===== src/hw/prbs_bist_consts.svh =====
`ifndef PRBS_BIST_CONSTS_SVH
`define PRBS_BIST_CONSTS_SVH

// number of time-interleaved lanes
`define NTI 4

// signed adc code width
`define NADC 8

// lfsr state and checker history width
`define NPRBS 32

// error and total counter width
`define NCOUNT 32

// configuration data bus width
`define NCFG 32

// prbs7 taps, history bits 6 and 5
`define PRBS7_EQN 32'h0000_0060

`endif

===== src/hw/prbs_bist_pkg.sv =====
`include "prbs_bist_consts.svh"

package prbs_bist_pkg;

    // one signed code per lane
    typedef logic signed [`NADC-1:0] adc_code_t;
    typedef adc_code_t [`NTI-1:0] lane_codes_t;

    // lane masks and receive bits
    typedef logic [`NTI-1:0] lane_bits_t;

    // lfsr state, tap mask or history
    typedef logic [`NPRBS-1:0] prbs_word_t;

    typedef enum logic {
        SRC_ADC,
        SRC_BIST
    } src_sel_t;

    typedef enum logic [1:0] {
        CHK_CLEAR,
        CHK_ALIGN,
        CHK_COUNT,
        CHK_HOLD
    } chk_mode_t;

    typedef enum logic [3:0] {
        REG_CTRL,
        REG_THRESH,
        REG_INV,
        REG_CHAN_SEL,
        REG_EQN,
        REG_GEN_INIT,
        REG_INJ,
        REG_ERR_CNT,
        REG_TOTAL_CNT
    } reg_addr_t;

    typedef struct packed {
        src_sel_t                src_sel;
        chk_mode_t               chk_mode;
        logic                    gen_cke;
        logic signed [`NADC-1:0] thresh;
        lane_bits_t              inv_mask;
        lane_bits_t              chan_sel;
        prbs_word_t              eqn;
        prbs_word_t              gen_init;
        // single-cycle strobes
        logic                    gen_load;
        logic                    inj_err;
    } prbs_cfg_t;

    typedef struct packed {
        logic [`NCOUNT-1:0] err_count;
        logic [`NCOUNT-1:0] total_count;
    } prbs_counts_t;

endpackage


===== src/hw/prbs_bist_top.sv =====
`timescale 1ns/1ps
`include "prbs_bist_consts.svh"

module prbs_bist_top (
    input  logic                       clk_adc,
    input  logic                       rst_n_i,
    input  prbs_bist_pkg::lane_codes_t adc_codes_i,
    input  logic                       cfg_we_i,
    input  prbs_bist_pkg::reg_addr_t   cfg_addr_i,
    input  logic [`NCFG-1:0]           cfg_wdata_i,
    output logic [`NCFG-1:0]           cfg_rdata_o,
    output logic                       err_flag_o
);
    import prbs_bist_pkg::*;

    prbs_cfg_t    cfg;
    prbs_counts_t counts;
    lane_bits_t   rx_bits;
    logic         bist_bit;

    prbs_cfg_regs cfg_regs_i (
        .clk_adc     (clk_adc),
        .rst_n_i     (rst_n_i),
        .cfg_we_i    (cfg_we_i),
        .cfg_addr_i  (cfg_addr_i),
        .cfg_wdata_i (cfg_wdata_i),
        .counts_i    (counts),
        .cfg_o       (cfg),
        .cfg_rdata_o (cfg_rdata_o)
    );

    // bist source for the receive mux
    prbs_generator prbs_gen_i (
        .clk_adc (clk_adc),
        .rst_n_i (rst_n_i),
        .cfg_i   (cfg),
        .bit_o   (bist_bit)
    );

    rx_bit_select rx_sel_i (
        .clk_adc     (clk_adc),
        .rst_n_i     (rst_n_i),
        .adc_codes_i (adc_codes_i),
        .bist_bit_i  (bist_bit),
        .cfg_i       (cfg),
        .rx_bits_o   (rx_bits)
    );

    prbs_checker prbs_chk_i (
        .clk_adc    (clk_adc),
        .rst_n_i    (rst_n_i),
        .rx_bits_i  (rx_bits),
        .cfg_i      (cfg),
        .counts_o   (counts),
        .err_flag_o (err_flag_o)
    );

endmodule


===== src/hw/prbs_checker.sv =====
`timescale 1ns/1ps
`include "prbs_bist_consts.svh"

module prbs_checker (
    input  logic                        clk_adc,
    input  logic                        rst_n_i,
    input  prbs_bist_pkg::lane_bits_t   rx_bits_i,
    input  prbs_bist_pkg::prbs_cfg_t    cfg_i,
    output prbs_bist_pkg::prbs_counts_t counts_o,
    output logic                        err_flag_o
);
    import prbs_bist_pkg::*;

    // bit i holds the lane bit from i+1 cycles ago
    prbs_word_t         hist_q [`NTI];
    lane_bits_t         predicted;
    lane_bits_t         err_bits;
    logic [`NCOUNT-1:0] err_inc;
    logic [`NCOUNT-1:0] sel_inc;
    logic               shift_en;
    prbs_counts_t       counts_q;
    logic               err_flag_q;

    always_comb begin
        err_inc = '0;
        sel_inc = '0;
        for (int i = 0; i < `NTI; i++) begin
            predicted[i] = ^(hist_q[i] & cfg_i.eqn);
            err_bits[i]  = (rx_bits_i[i] ^ predicted[i]) & cfg_i.chan_sel[i];
            err_inc      = err_inc + `NCOUNT'(err_bits[i]);
            sel_inc      = sel_inc + `NCOUNT'(cfg_i.chan_sel[i]);
        end
    end

    // histories run in every mode but hold
    assign shift_en = (cfg_i.chk_mode != CHK_HOLD);

    always_ff @(posedge clk_adc) begin
        if (!rst_n_i) begin
            for (int i = 0; i < `NTI; i++) begin
                hist_q[i] <= '0;
            end
        end else if (shift_en) begin
            for (int i = 0; i < `NTI; i++) begin
                hist_q[i] <= {hist_q[i][`NPRBS-2:0], rx_bits_i[i]};
            end
        end
    end

    always_ff @(posedge clk_adc) begin
        if (!rst_n_i) begin
            counts_q   <= '0;
            err_flag_q <= 1'b0;
        end else begin
            err_flag_q <= 1'b0;
            case (cfg_i.chk_mode)
                CHK_CLEAR: begin
                    counts_q <= '0;
                end
                CHK_COUNT: begin
                    counts_q.err_count   <= counts_q.err_count + err_inc;
                    counts_q.total_count <= counts_q.total_count + sel_inc;
                    err_flag_q           <= |err_bits;
                end
                // align and hold leave the counts alone
                default: begin
                    counts_q <= counts_q;
                end
            endcase
        end
    end

    assign counts_o   = counts_q;
    assign err_flag_o = err_flag_q;

endmodule


===== src/hw/prbs_generator.sv =====
`timescale 1ns/1ps
`include "prbs_bist_consts.svh"

module prbs_generator (
    input  logic                     clk_adc,
    input  logic                     rst_n_i,
    input  prbs_bist_pkg::prbs_cfg_t cfg_i,
    output logic                     bit_o
);
    import prbs_bist_pkg::*;

    prbs_word_t state_q;
    logic       feedback;
    logic       bit_q;

    // parity over the tapped state bits
    assign feedback = ^(state_q & cfg_i.eqn);

    always_ff @(posedge clk_adc) begin
        if (!rst_n_i) begin
            state_q <= {{(`NPRBS-1){1'b0}}, 1'b1};
            bit_q   <= 1'b0;
        end else if (cfg_i.gen_load) begin
            state_q <= cfg_i.gen_init;
        end else if (cfg_i.gen_cke) begin
            // newest bit enters at the bottom
            state_q <= {state_q[`NPRBS-2:0], feedback};
            // injected flip reaches the output only, state stays clean
            bit_q   <= feedback ^ cfg_i.inj_err;
        end
    end

    assign bit_o = bit_q;

endmodule


===== src/hw/rx_bit_select.sv =====
`timescale 1ns/1ps

module rx_bit_select (
    input  logic                       clk_adc,
    input  logic                       rst_n_i,
    input  prbs_bist_pkg::lane_codes_t adc_codes_i,
    input  logic                       bist_bit_i,
    input  prbs_bist_pkg::prbs_cfg_t   cfg_i,
    output prbs_bist_pkg::lane_bits_t  rx_bits_o
);
    import prbs_bist_pkg::*;

    lane_bits_t sliced;
    lane_bits_t rx_next;
    lane_bits_t rx_q;

    always_comb begin
        for (int i = 0; i < $bits(lane_bits_t); i++) begin
            // strictly above threshold reads as a one
            sliced[i] = $signed(adc_codes_i[i]) > $signed(cfg_i.thresh);
            if (cfg_i.src_sel == SRC_BIST) begin
                rx_next[i] = bist_bit_i ^ cfg_i.inv_mask[i];
            end else begin
                rx_next[i] = sliced[i] ^ cfg_i.inv_mask[i];
            end
        end
    end

    always_ff @(posedge clk_adc) begin
        if (!rst_n_i) begin
            rx_q <= '0;
        end else begin
            rx_q <= rx_next;
        end
    end

    assign rx_bits_o = rx_q;

endmodule


===== src/hw/prbs_cfg_regs.sv =====
`timescale 1ns/1ps
`include "prbs_bist_consts.svh"

module prbs_cfg_regs (
    input  logic                       clk_adc,
    input  logic                       rst_n_i,
    input  logic                       cfg_we_i,
    input  prbs_bist_pkg::reg_addr_t   cfg_addr_i,
    input  logic [`NCFG-1:0]           cfg_wdata_i,
    input  prbs_bist_pkg::prbs_counts_t counts_i,
    output prbs_bist_pkg::prbs_cfg_t   cfg_o,
    output logic [`NCFG-1:0]           cfg_rdata_o
);
    import prbs_bist_pkg::*;

    prbs_cfg_t        cfg_q;
    logic [`NCFG-1:0] rdata_mux;
    logic [`NCFG-1:0] rdata_q;

    // register writes, strobes drop after one cycle
    always_ff @(posedge clk_adc) begin
        if (!rst_n_i) begin
            cfg_q.src_sel  <= SRC_ADC;
            cfg_q.chk_mode <= CHK_CLEAR;
            cfg_q.gen_cke  <= 1'b0;
            cfg_q.thresh   <= '0;
            cfg_q.inv_mask <= '0;
            cfg_q.chan_sel <= '0;
            cfg_q.eqn      <= `PRBS7_EQN;
            cfg_q.gen_init <= '0;
            cfg_q.gen_load <= 1'b0;
            cfg_q.inj_err  <= 1'b0;
        end else begin
            cfg_q.gen_load <= 1'b0;
            cfg_q.inj_err  <= 1'b0;
            if (cfg_we_i) begin
                case (cfg_addr_i)
                    REG_CTRL: begin
                        // bit 0 source, bits 2:1 mode, bit 3 generator enable
                        cfg_q.src_sel  <= src_sel_t'(cfg_wdata_i[0]);
                        cfg_q.chk_mode <= chk_mode_t'(cfg_wdata_i[2:1]);
                        cfg_q.gen_cke  <= cfg_wdata_i[3];
                    end
                    REG_THRESH: begin
                        cfg_q.thresh <= cfg_wdata_i[`NADC-1:0];
                    end
                    REG_INV: begin
                        cfg_q.inv_mask <= cfg_wdata_i[`NTI-1:0];
                    end
                    REG_CHAN_SEL: begin
                        cfg_q.chan_sel <= cfg_wdata_i[`NTI-1:0];
                    end
                    REG_EQN: begin
                        cfg_q.eqn <= cfg_wdata_i[`NPRBS-1:0];
                    end
                    REG_GEN_INIT: begin
                        cfg_q.gen_init <= cfg_wdata_i[`NPRBS-1:0];
                        cfg_q.gen_load <= 1'b1;
                    end
                    REG_INJ: begin
                        cfg_q.inj_err <= 1'b1;
                    end
                    // counter addresses are read only
                    default: begin
                    end
                endcase
            end
        end
    end

    assign cfg_o = cfg_q;

    // readback select
    always_comb begin
        rdata_mux = '0;
        case (cfg_addr_i)
            REG_CTRL: begin
                rdata_mux[0]   = cfg_q.src_sel;
                rdata_mux[2:1] = cfg_q.chk_mode;
                rdata_mux[3]   = cfg_q.gen_cke;
            end
            REG_THRESH:    rdata_mux[`NADC-1:0]  = cfg_q.thresh;
            REG_INV:       rdata_mux[`NTI-1:0]   = cfg_q.inv_mask;
            REG_CHAN_SEL:  rdata_mux[`NTI-1:0]   = cfg_q.chan_sel;
            REG_EQN:       rdata_mux[`NPRBS-1:0] = cfg_q.eqn;
            REG_GEN_INIT:  rdata_mux[`NPRBS-1:0] = cfg_q.gen_init;
            REG_ERR_CNT:   rdata_mux[`NCOUNT-1:0] = counts_i.err_count;
            REG_TOTAL_CNT: rdata_mux[`NCOUNT-1:0] = counts_i.total_count;
            default:       rdata_mux = '0;
        endcase
    end

    // readback lags the address by one edge
    always_ff @(posedge clk_adc) begin
        if (!rst_n_i) begin
            rdata_q <= '0;
        end else begin
            rdata_q <= rdata_mux;
        end
    end

    assign cfg_rdata_o = rdata_q;

endmodule


===== config.mk =====
export PLATFORM = sky130hd
export DESIGN_NAME = prbs_bist_top
export DESIGN_NICKNAME = d
export VERILOG_FILES = /design/src/hw/prbs_bist_pkg.sv /design/src/hw/prbs_bist_top.sv /design/src/hw/prbs_checker.sv /design/src/hw/prbs_generator.sv /design/src/hw/rx_bit_select.sv /design/src/hw/prbs_cfg_regs.sv
export VERILOG_INCLUDE_DIRS = /design/src /design/src/hw
export SDC_FILE = /design/constraint.sdc
export NUM_CORES = 1
export LEC_CHECK = 0
export ABC_AREA = 1
export CORE_MARGIN = 1
export CORE_UTILIZATION = 30
export CTS_CLUSTER_DIAMETER = 50
export DETAILED_ROUTE_END_ITERATION = 8
export DONT_BUFFER_PORTS = 1
export PLACE_DENSITY_LB_ADDON = 0.15
export SLEW_MARGIN = 20
export SYNTH_ARGS = -nofsm -noshare
export SYNTH_HDL_FRONTEND = slang
export SYNTH_SLANG_ARGS = --single-unit

===== constraint.sdc =====
create_clock -name clk_adc -period 7.6 [get_ports clk_adc]
set_input_delay 1.14 -clock clk_adc [delete_from_list [all_inputs] [get_ports clk_adc]]
set_output_delay 1.14 -clock clk_adc [all_outputs]
set_load 0.03 [all_outputs]

== Word-level counts from Yosys, hierarchy flattened ==
Memory sizes are Yosys's and may differ from the RTL's.
Cells that the tools add are included.
Cells by class
  $add $sub $neg: 8
  $lt $le $gt $ge: 4
  equal/unequal tests: 10
  multiplexer cells: 20
  bitwise gates (word level): 27
  reductions and logical operators: 19
Operators by type and width (number)
  $mux 32: 6
  $and 32x32->32: 5
  $reduce_xor 32->1: 5
  $add 32x1->32: 4
  $pmux 64 s2: 1
  $pmux 24 s4: 1
  $add 32x32->32: 2
  $gt 8x8->1: 4
  $pmux 4 s8: 1
  $pmux 4 s5: 1
  $reduce_and 2->1: 9
  $eq 4x3->1 const B: 4
  $xor 1x1->1: 13
  $mux 1: 10
  $eq 4x2->1 const B: 2
  $add 1x1->2: 2
  $and 1x1->1: 4
  $eq 4x1->1 const B: 1
  $eq 4x4->1 const B: 1
  $logic_not 4->1: 1
  $or 1x1->1: 4
  $reduce_bool 2->1: 2
  $reduce_or 4->1: 1
  $eq 2x2->1 const B: 1
  other kinds (3): 3
Word-level totals
  register bits after elaboration: 220
  bits in writable memories: 128
  memories kept: 1
Memory list
  prbs_chk_i.hist_q: words 4, bits a word 32, rd ports 4, clocked after Yosys merged registers in 0, wr ports 4, line prbs_checker.sv:15  | prbs_word_t hist_q [`NTI];

== Logic depth before layout (Yosys ltp) ==
An unclocked memory read counts as a cell.
  depth after elaboration: 10
  mapped depth: 30
  gate-level depth less buffers: 30

== By module ==
A second synthesis with hierarchy kept.
Second synthesis, totals
  cell total of the unflattened synthesis: 2883
  area, all modules: 19892.8 sq um
By module, submodules not included
  prbs_checker: times used 1, cells an instance 1547, area each 11348.4 sq um, sequential area each 5144.9 sq um
  prbs_cfg_regs: times used 1, cells an instance 711, area each 4974.8 sq um, sequential area each 2362.3 sq um
  prbs_generator: times used 1, cells an instance 455, area each 2518.7 sq um, sequential area each 660.6 sq um
  rx_bit_select: times used 1, cells an instance 170, area each 1051.0 sq um, sequential area each 80.1 sq um

== Worst setup path before layout ==
No wires, ideal clock.
  path kind: input to register
  start: in rst_n_i
  end: mem prbs_chk_i.hist_q[0][0] (netlist name) (enable)
  arrival: 4.807 ns
  required time: 6.165 ns
  path slack: 1.358 ns
  stages: 4
  cell sequence: clkbuf_1 > clkbuf_1 > clkbuf_1 > nand3_1
RTL lines
  start, declared: line prbs_bist_top.sv:6  | input logic rst_n_i,
  end, declared: line prbs_checker.sv:15

== Final worst setup path ==
  start: reg cfg_regs_i.cfg_q (netlist bit cfg_regs_i.cfg_o[50])
  end: reg prbs_chk_i.counts_q (netlist bit prbs_chk_i.counts_o[48])
Between the ends
  longest elaborated chain between the ends: 9
RTL lines
  start, declared: line prbs_cfg_regs.sv:16  | prbs_cfg_t cfg_q;
  $and 32x32->32: line prbs_checker.sv:28  | predicted[i] = ^(hist_q[i] & cfg_i.eqn);
  $reduce_xor 32->1: line prbs_checker.sv:28
  $xor 1x1->1: line prbs_checker.sv:29  | err_bits[i] = (rx_bits_i[i] ^ predicted[i]) & cfg_i.chan_sel[i];
  $and 1x1->1: line prbs_checker.sv:29
  $add 1x1->2: line prbs_checker.sv:30  | err_inc = err_inc + `NCOUNT'(err_bits[i]);
  $add 32x1->32: line prbs_checker.sv:30
  $add 32x1->32 (*): line prbs_checker.sv:30
  $add 32x32->32 (*): line prbs_checker.sv:61  | counts_q.err_count <= counts_q.err_count + err_inc;
  $pmux 64 s2 (*): line prbs_checker.sv:56  | case (cfg_i.chk_mode)
  end signal, assigned: line prbs_checker.sv:67  | counts_q <= counts_q;
  end, declared: line prbs_checker.sv:21  | prbs_counts_t counts_q;
Mark *: on every way between the ends. The rest lies on a longest branch, timed or not.
A chain may end at the register's enable or synchronous reset.

==> flow_metrics.env <==
export IMPL_cp_required_ns=8.10
export IMPL_synth_seq_cells=348
export IMPL_die_width_um=249
export IMPL_core_area_um2=60400
export IMPL_dr_pass1_iters=6
export IMPL_root_buffer="clkbuf_16"
export IMPL_skew_ns=0.0206
export IMPL_final_util_pct=34.6
export IMPL_grt_pass1_wl_mm=89.7
export IMPL_crit_arrival_ns=5.27
export IMPL_post_cts_buffers=0
export IMPL_htree_num_levels=2
export IMPL_cts_sinks=348
export IMPL_cap_violations=0
export IMPL_start_util_pct=30.4
export IMPL_ir_worst_vdd_v=0.000142
export IMPL_fp_dieH_um=249
export IMPL_async_flop_share_pct=0
export IMPL_grt_usage_pct=18.6
export IMPL_finalHoldViolCount=0
export IMPL_ys_types=57
export IMPL_portBuffers=0
export IMPL_cts_buffers=50
export IMPL_cpLargestDelayFamily="simple AND/OR/NAND/NOR gates"
export IMPL_ys_warn_count=0
export IMPL_synth_ff_type="dfxtp_1"
export IMPL_cts_resized=0
export IMPL_netlist_instances=2399
export IMPL_antenna_left=0
export IMPL_drt_initial_drc_count=1079
export IMPL_clock_fmax_mhz=210
export IMPL_worstSetupStartpointType="flip-flop"
export IMPL_crit_fanout=7
export IMPL_netlist_area_um2=18300
export IMPL_layout_common_cells="nand2_1, inv_1, nor2_1"
export IMPL_grt_overflow=0
export IMPL_critical_path_buf_inv_count=3
export IMPL_hpwlAfterDp_mm=41.9
export IMPL_routed_via_count=15500
export IMPL_critPathCaptureType="flip-flop"
export IMPL_crit_top_cell="nand2_1"
export IMPL_critPathKind="flip-flop to flip-flop"
export IMPL_status="completed"
export IMPL_fin_nets=2505
export IMPL_grt_pass1_vias=15100
export IMPL_holdBufCountCts=0
export IMPL_grt_max_degree=114
export IMPL_seq_area_frac_synth_pct=45.0
export IMPL_tns_ns=0
export IMPL_syn_num_nets=2517
export IMPL_drc=0
export IMPL_setup_viol=0
export IMPL_layout_commonest_cell="nand2_1"
export IMPL_route_detailed_vias_per_inst=4.81
export IMPL_grt_setup_unrepaired="no"
export IMPL_worstMarginPinSlew_ns=1.06
export IMPL_io_pins=104
export IMPL_power_leakage_uw=0.00801
export IMPL_synth_edf_count=128
export IMPL_period_share_pct=62.8
export IMPL_maxSlewViolCount=0
export IMPL_clk_path_buf_depth=3
export IMPL_cpPeakStageDelay_ns=0.57
export IMPL_dieArea_um2=62100
export IMPL_wl_mm=57.8
export IMPL_post_synth_cell_area_avg_um2=7.65
export IMPL_insertion_delay_ns=0.59
export IMPL_power_uw=4560
export IMPL_p_per_area_nw_per_um2=218
export IMPL_num_rows=90
export IMPL_min_path_type="flip-flop to flip-flop"
export IMPL_gp_congestion=0.904
export IMPL_cts_tree="built"
export IMPL_wire_per_inst_um=18.0
export IMPL_area_growth_syn_to_layout_pct=13.8
export IMPL_relSlewSlack_pct=29.3
export IMPL_drive_above_1_share_pct=6.80
export IMPL_slowest_stage="dfxtp_1"
export IMPL_antenna_found_initial=1
export IMPL_fin_crit_ns=4.77
export IMPL_clk_pin_slew_ns=0.06
power by group:
group,switching [µW],internal [µW]
Combinational,99.0,40.3
Sequential,19.5,1940
Clock,934,1530
final cells by class:
cell class / count / area [µm²]
diodes: 2 / 5.00
clock buffers: 62 / 1410
clock inverters: 30 / 339
fillers: 6337 / 39500
inverters: 372 / 1400
multi-input cells: 1602 / 8400
flip-flops and latches: 348 / 8250
well taps: 782 / 978
repair buffers: 13 / 97.6
worst reg2reg max path, delay by kind of cell, from the launching register on:
kind	cells	cell delay (ns)
fa+ha+maj	4	1.26
compound gates	3	0.51
xor+xnor	3	0.66
flops	1	0.57
buf+inv	3	0.23
simple gates	12	1.45
layer usage:
metal / global-route usage (%) / vias to the layer above / part of all wire [%]
met5: 0 / - / 0
met4: 5.94 / 0 / 2.6
met3: 2.94 / 92 / 4.5
met2: 29.5 / 354 / 45
met1: 25.7 / 7293 / 48
li1: - / 7713 / -
kinds of logic after synthesis:
kind of cell	share of synthesized area, %
AO/OA/AOI/OAI	11.9
XOR/XNOR	6.50
adder cells (fa/ha/maj)	3.37
buffers and inverters	9.39
flip-flops	45.0
multiplexers	0.0546
AND/OR/NAND/NOR	23.8
synthesized netlist by cell type (3+ instances only):
library cell | n | area share [%]
a22oi_1 | 9 | 0.37
nor2_1 | 263 | 5.4
nor2_2 | 10 | 0.34
or2_2 | 3 | 0.10
inv_2 | 8 | 0.16
nor4_1 | 7 | 0.24
nand2_1 | 607 | 12
clkbuf_1 | 49 | 1.0
nor3_1 | 21 | 0.57
nor2_4 | 5 | 0.31
nand2_2 | 10 | 0.34
fa_1 | 4 | 0.44
buf_2 | 20 | 0.55
nor3_4 | 4 | 0.35
clkinv_1 | 4 | 0.082
a31oi_1 | 7 | 0.24
o21ai_1 | 4 | 0.11
ha_1 | 43 | 2.9
nand3_1 | 78 | 2.1
nor3_2 | 3 | 0.16
edfxtp_1 | 128 | 21
a31o_2 | 4 | 0.19
inv_1 | 360 | 7.4
nand3_2 | 4 | 0.22
nand4_1 | 18 | 0.61
o22ai_1 | 47 | 1.6
dfxtp_1 | 220 | 24
nand3b_1 | 3 | 0.12
o21ai_0 | 119 | 3.2
o21a_1 | 5 | 0.20
buf_1 | 5 | 0.10
a221oi_1 | 31 | 1.5
a21oi_1 | 127 | 3.5
xor2_1 | 46 | 2.2
o211ai_1 | 9 | 0.37
xnor2_2 | 6 | 0.53
xnor2_1 | 79 | 3.8
registers in the layout, summed over array words and instances, names as in the netlist:
signal and flops:
rx_sel_i.rx_bits_o 4, cfg_regs_i.cfg_rdata_o 32, prbs_chk_i.counts_o 64, prbs_gen_i.bit_o 1
prbs_gen_i.state_q 32, prbs_chk_i.err_flag_o 1, cfg_regs_i.cfg_o 86, prbs_chk_i.hist_q 128
through the flow:
step	cell area [µm²]	setup WS (ns)	instances	hold WS [ns]
4_1_cts	20900	2.83	3209	0.474
3_3_place_gp	19100	2.92	3117	0.454
2_1_floorplan	18300	1.36	2399	0.439
6_report	20900	2.83	3211	0.476
3_5_place_dp	19100	2.87	3117	0.467
5_1_grt	20900	2.38	3211	0.493
worst paths after layout:
check | from | to | slack, ns | depth (start not counted)
max | cfg_regs_i.cfg_o[50]$_SDFFE_PN0P_ | prbs_chk_i.counts_o[48]$_SDFFE_PN0P_ | 2.83 | 25
min | cfg_regs_i.cfg_o[19]$_SDFFE_PN0P_ | cfg_regs_i.cfg_o[19]$_SDFFE_PN0P_ | 0.48 | 2
max reg2reg | cfg_regs_i.cfg_o[50]$_SDFFE_PN0P_ | prbs_chk_i.counts_o[48]$_SDFFE_PN0P_ | 2.83 | 25
min reg2reg | cfg_regs_i.cfg_o[19]$_SDFFE_PN0P_ | cfg_regs_i.cfg_o[19]$_SDFFE_PN0P_ | 0.48 | 2
Power figures use the tool's default switching activity.
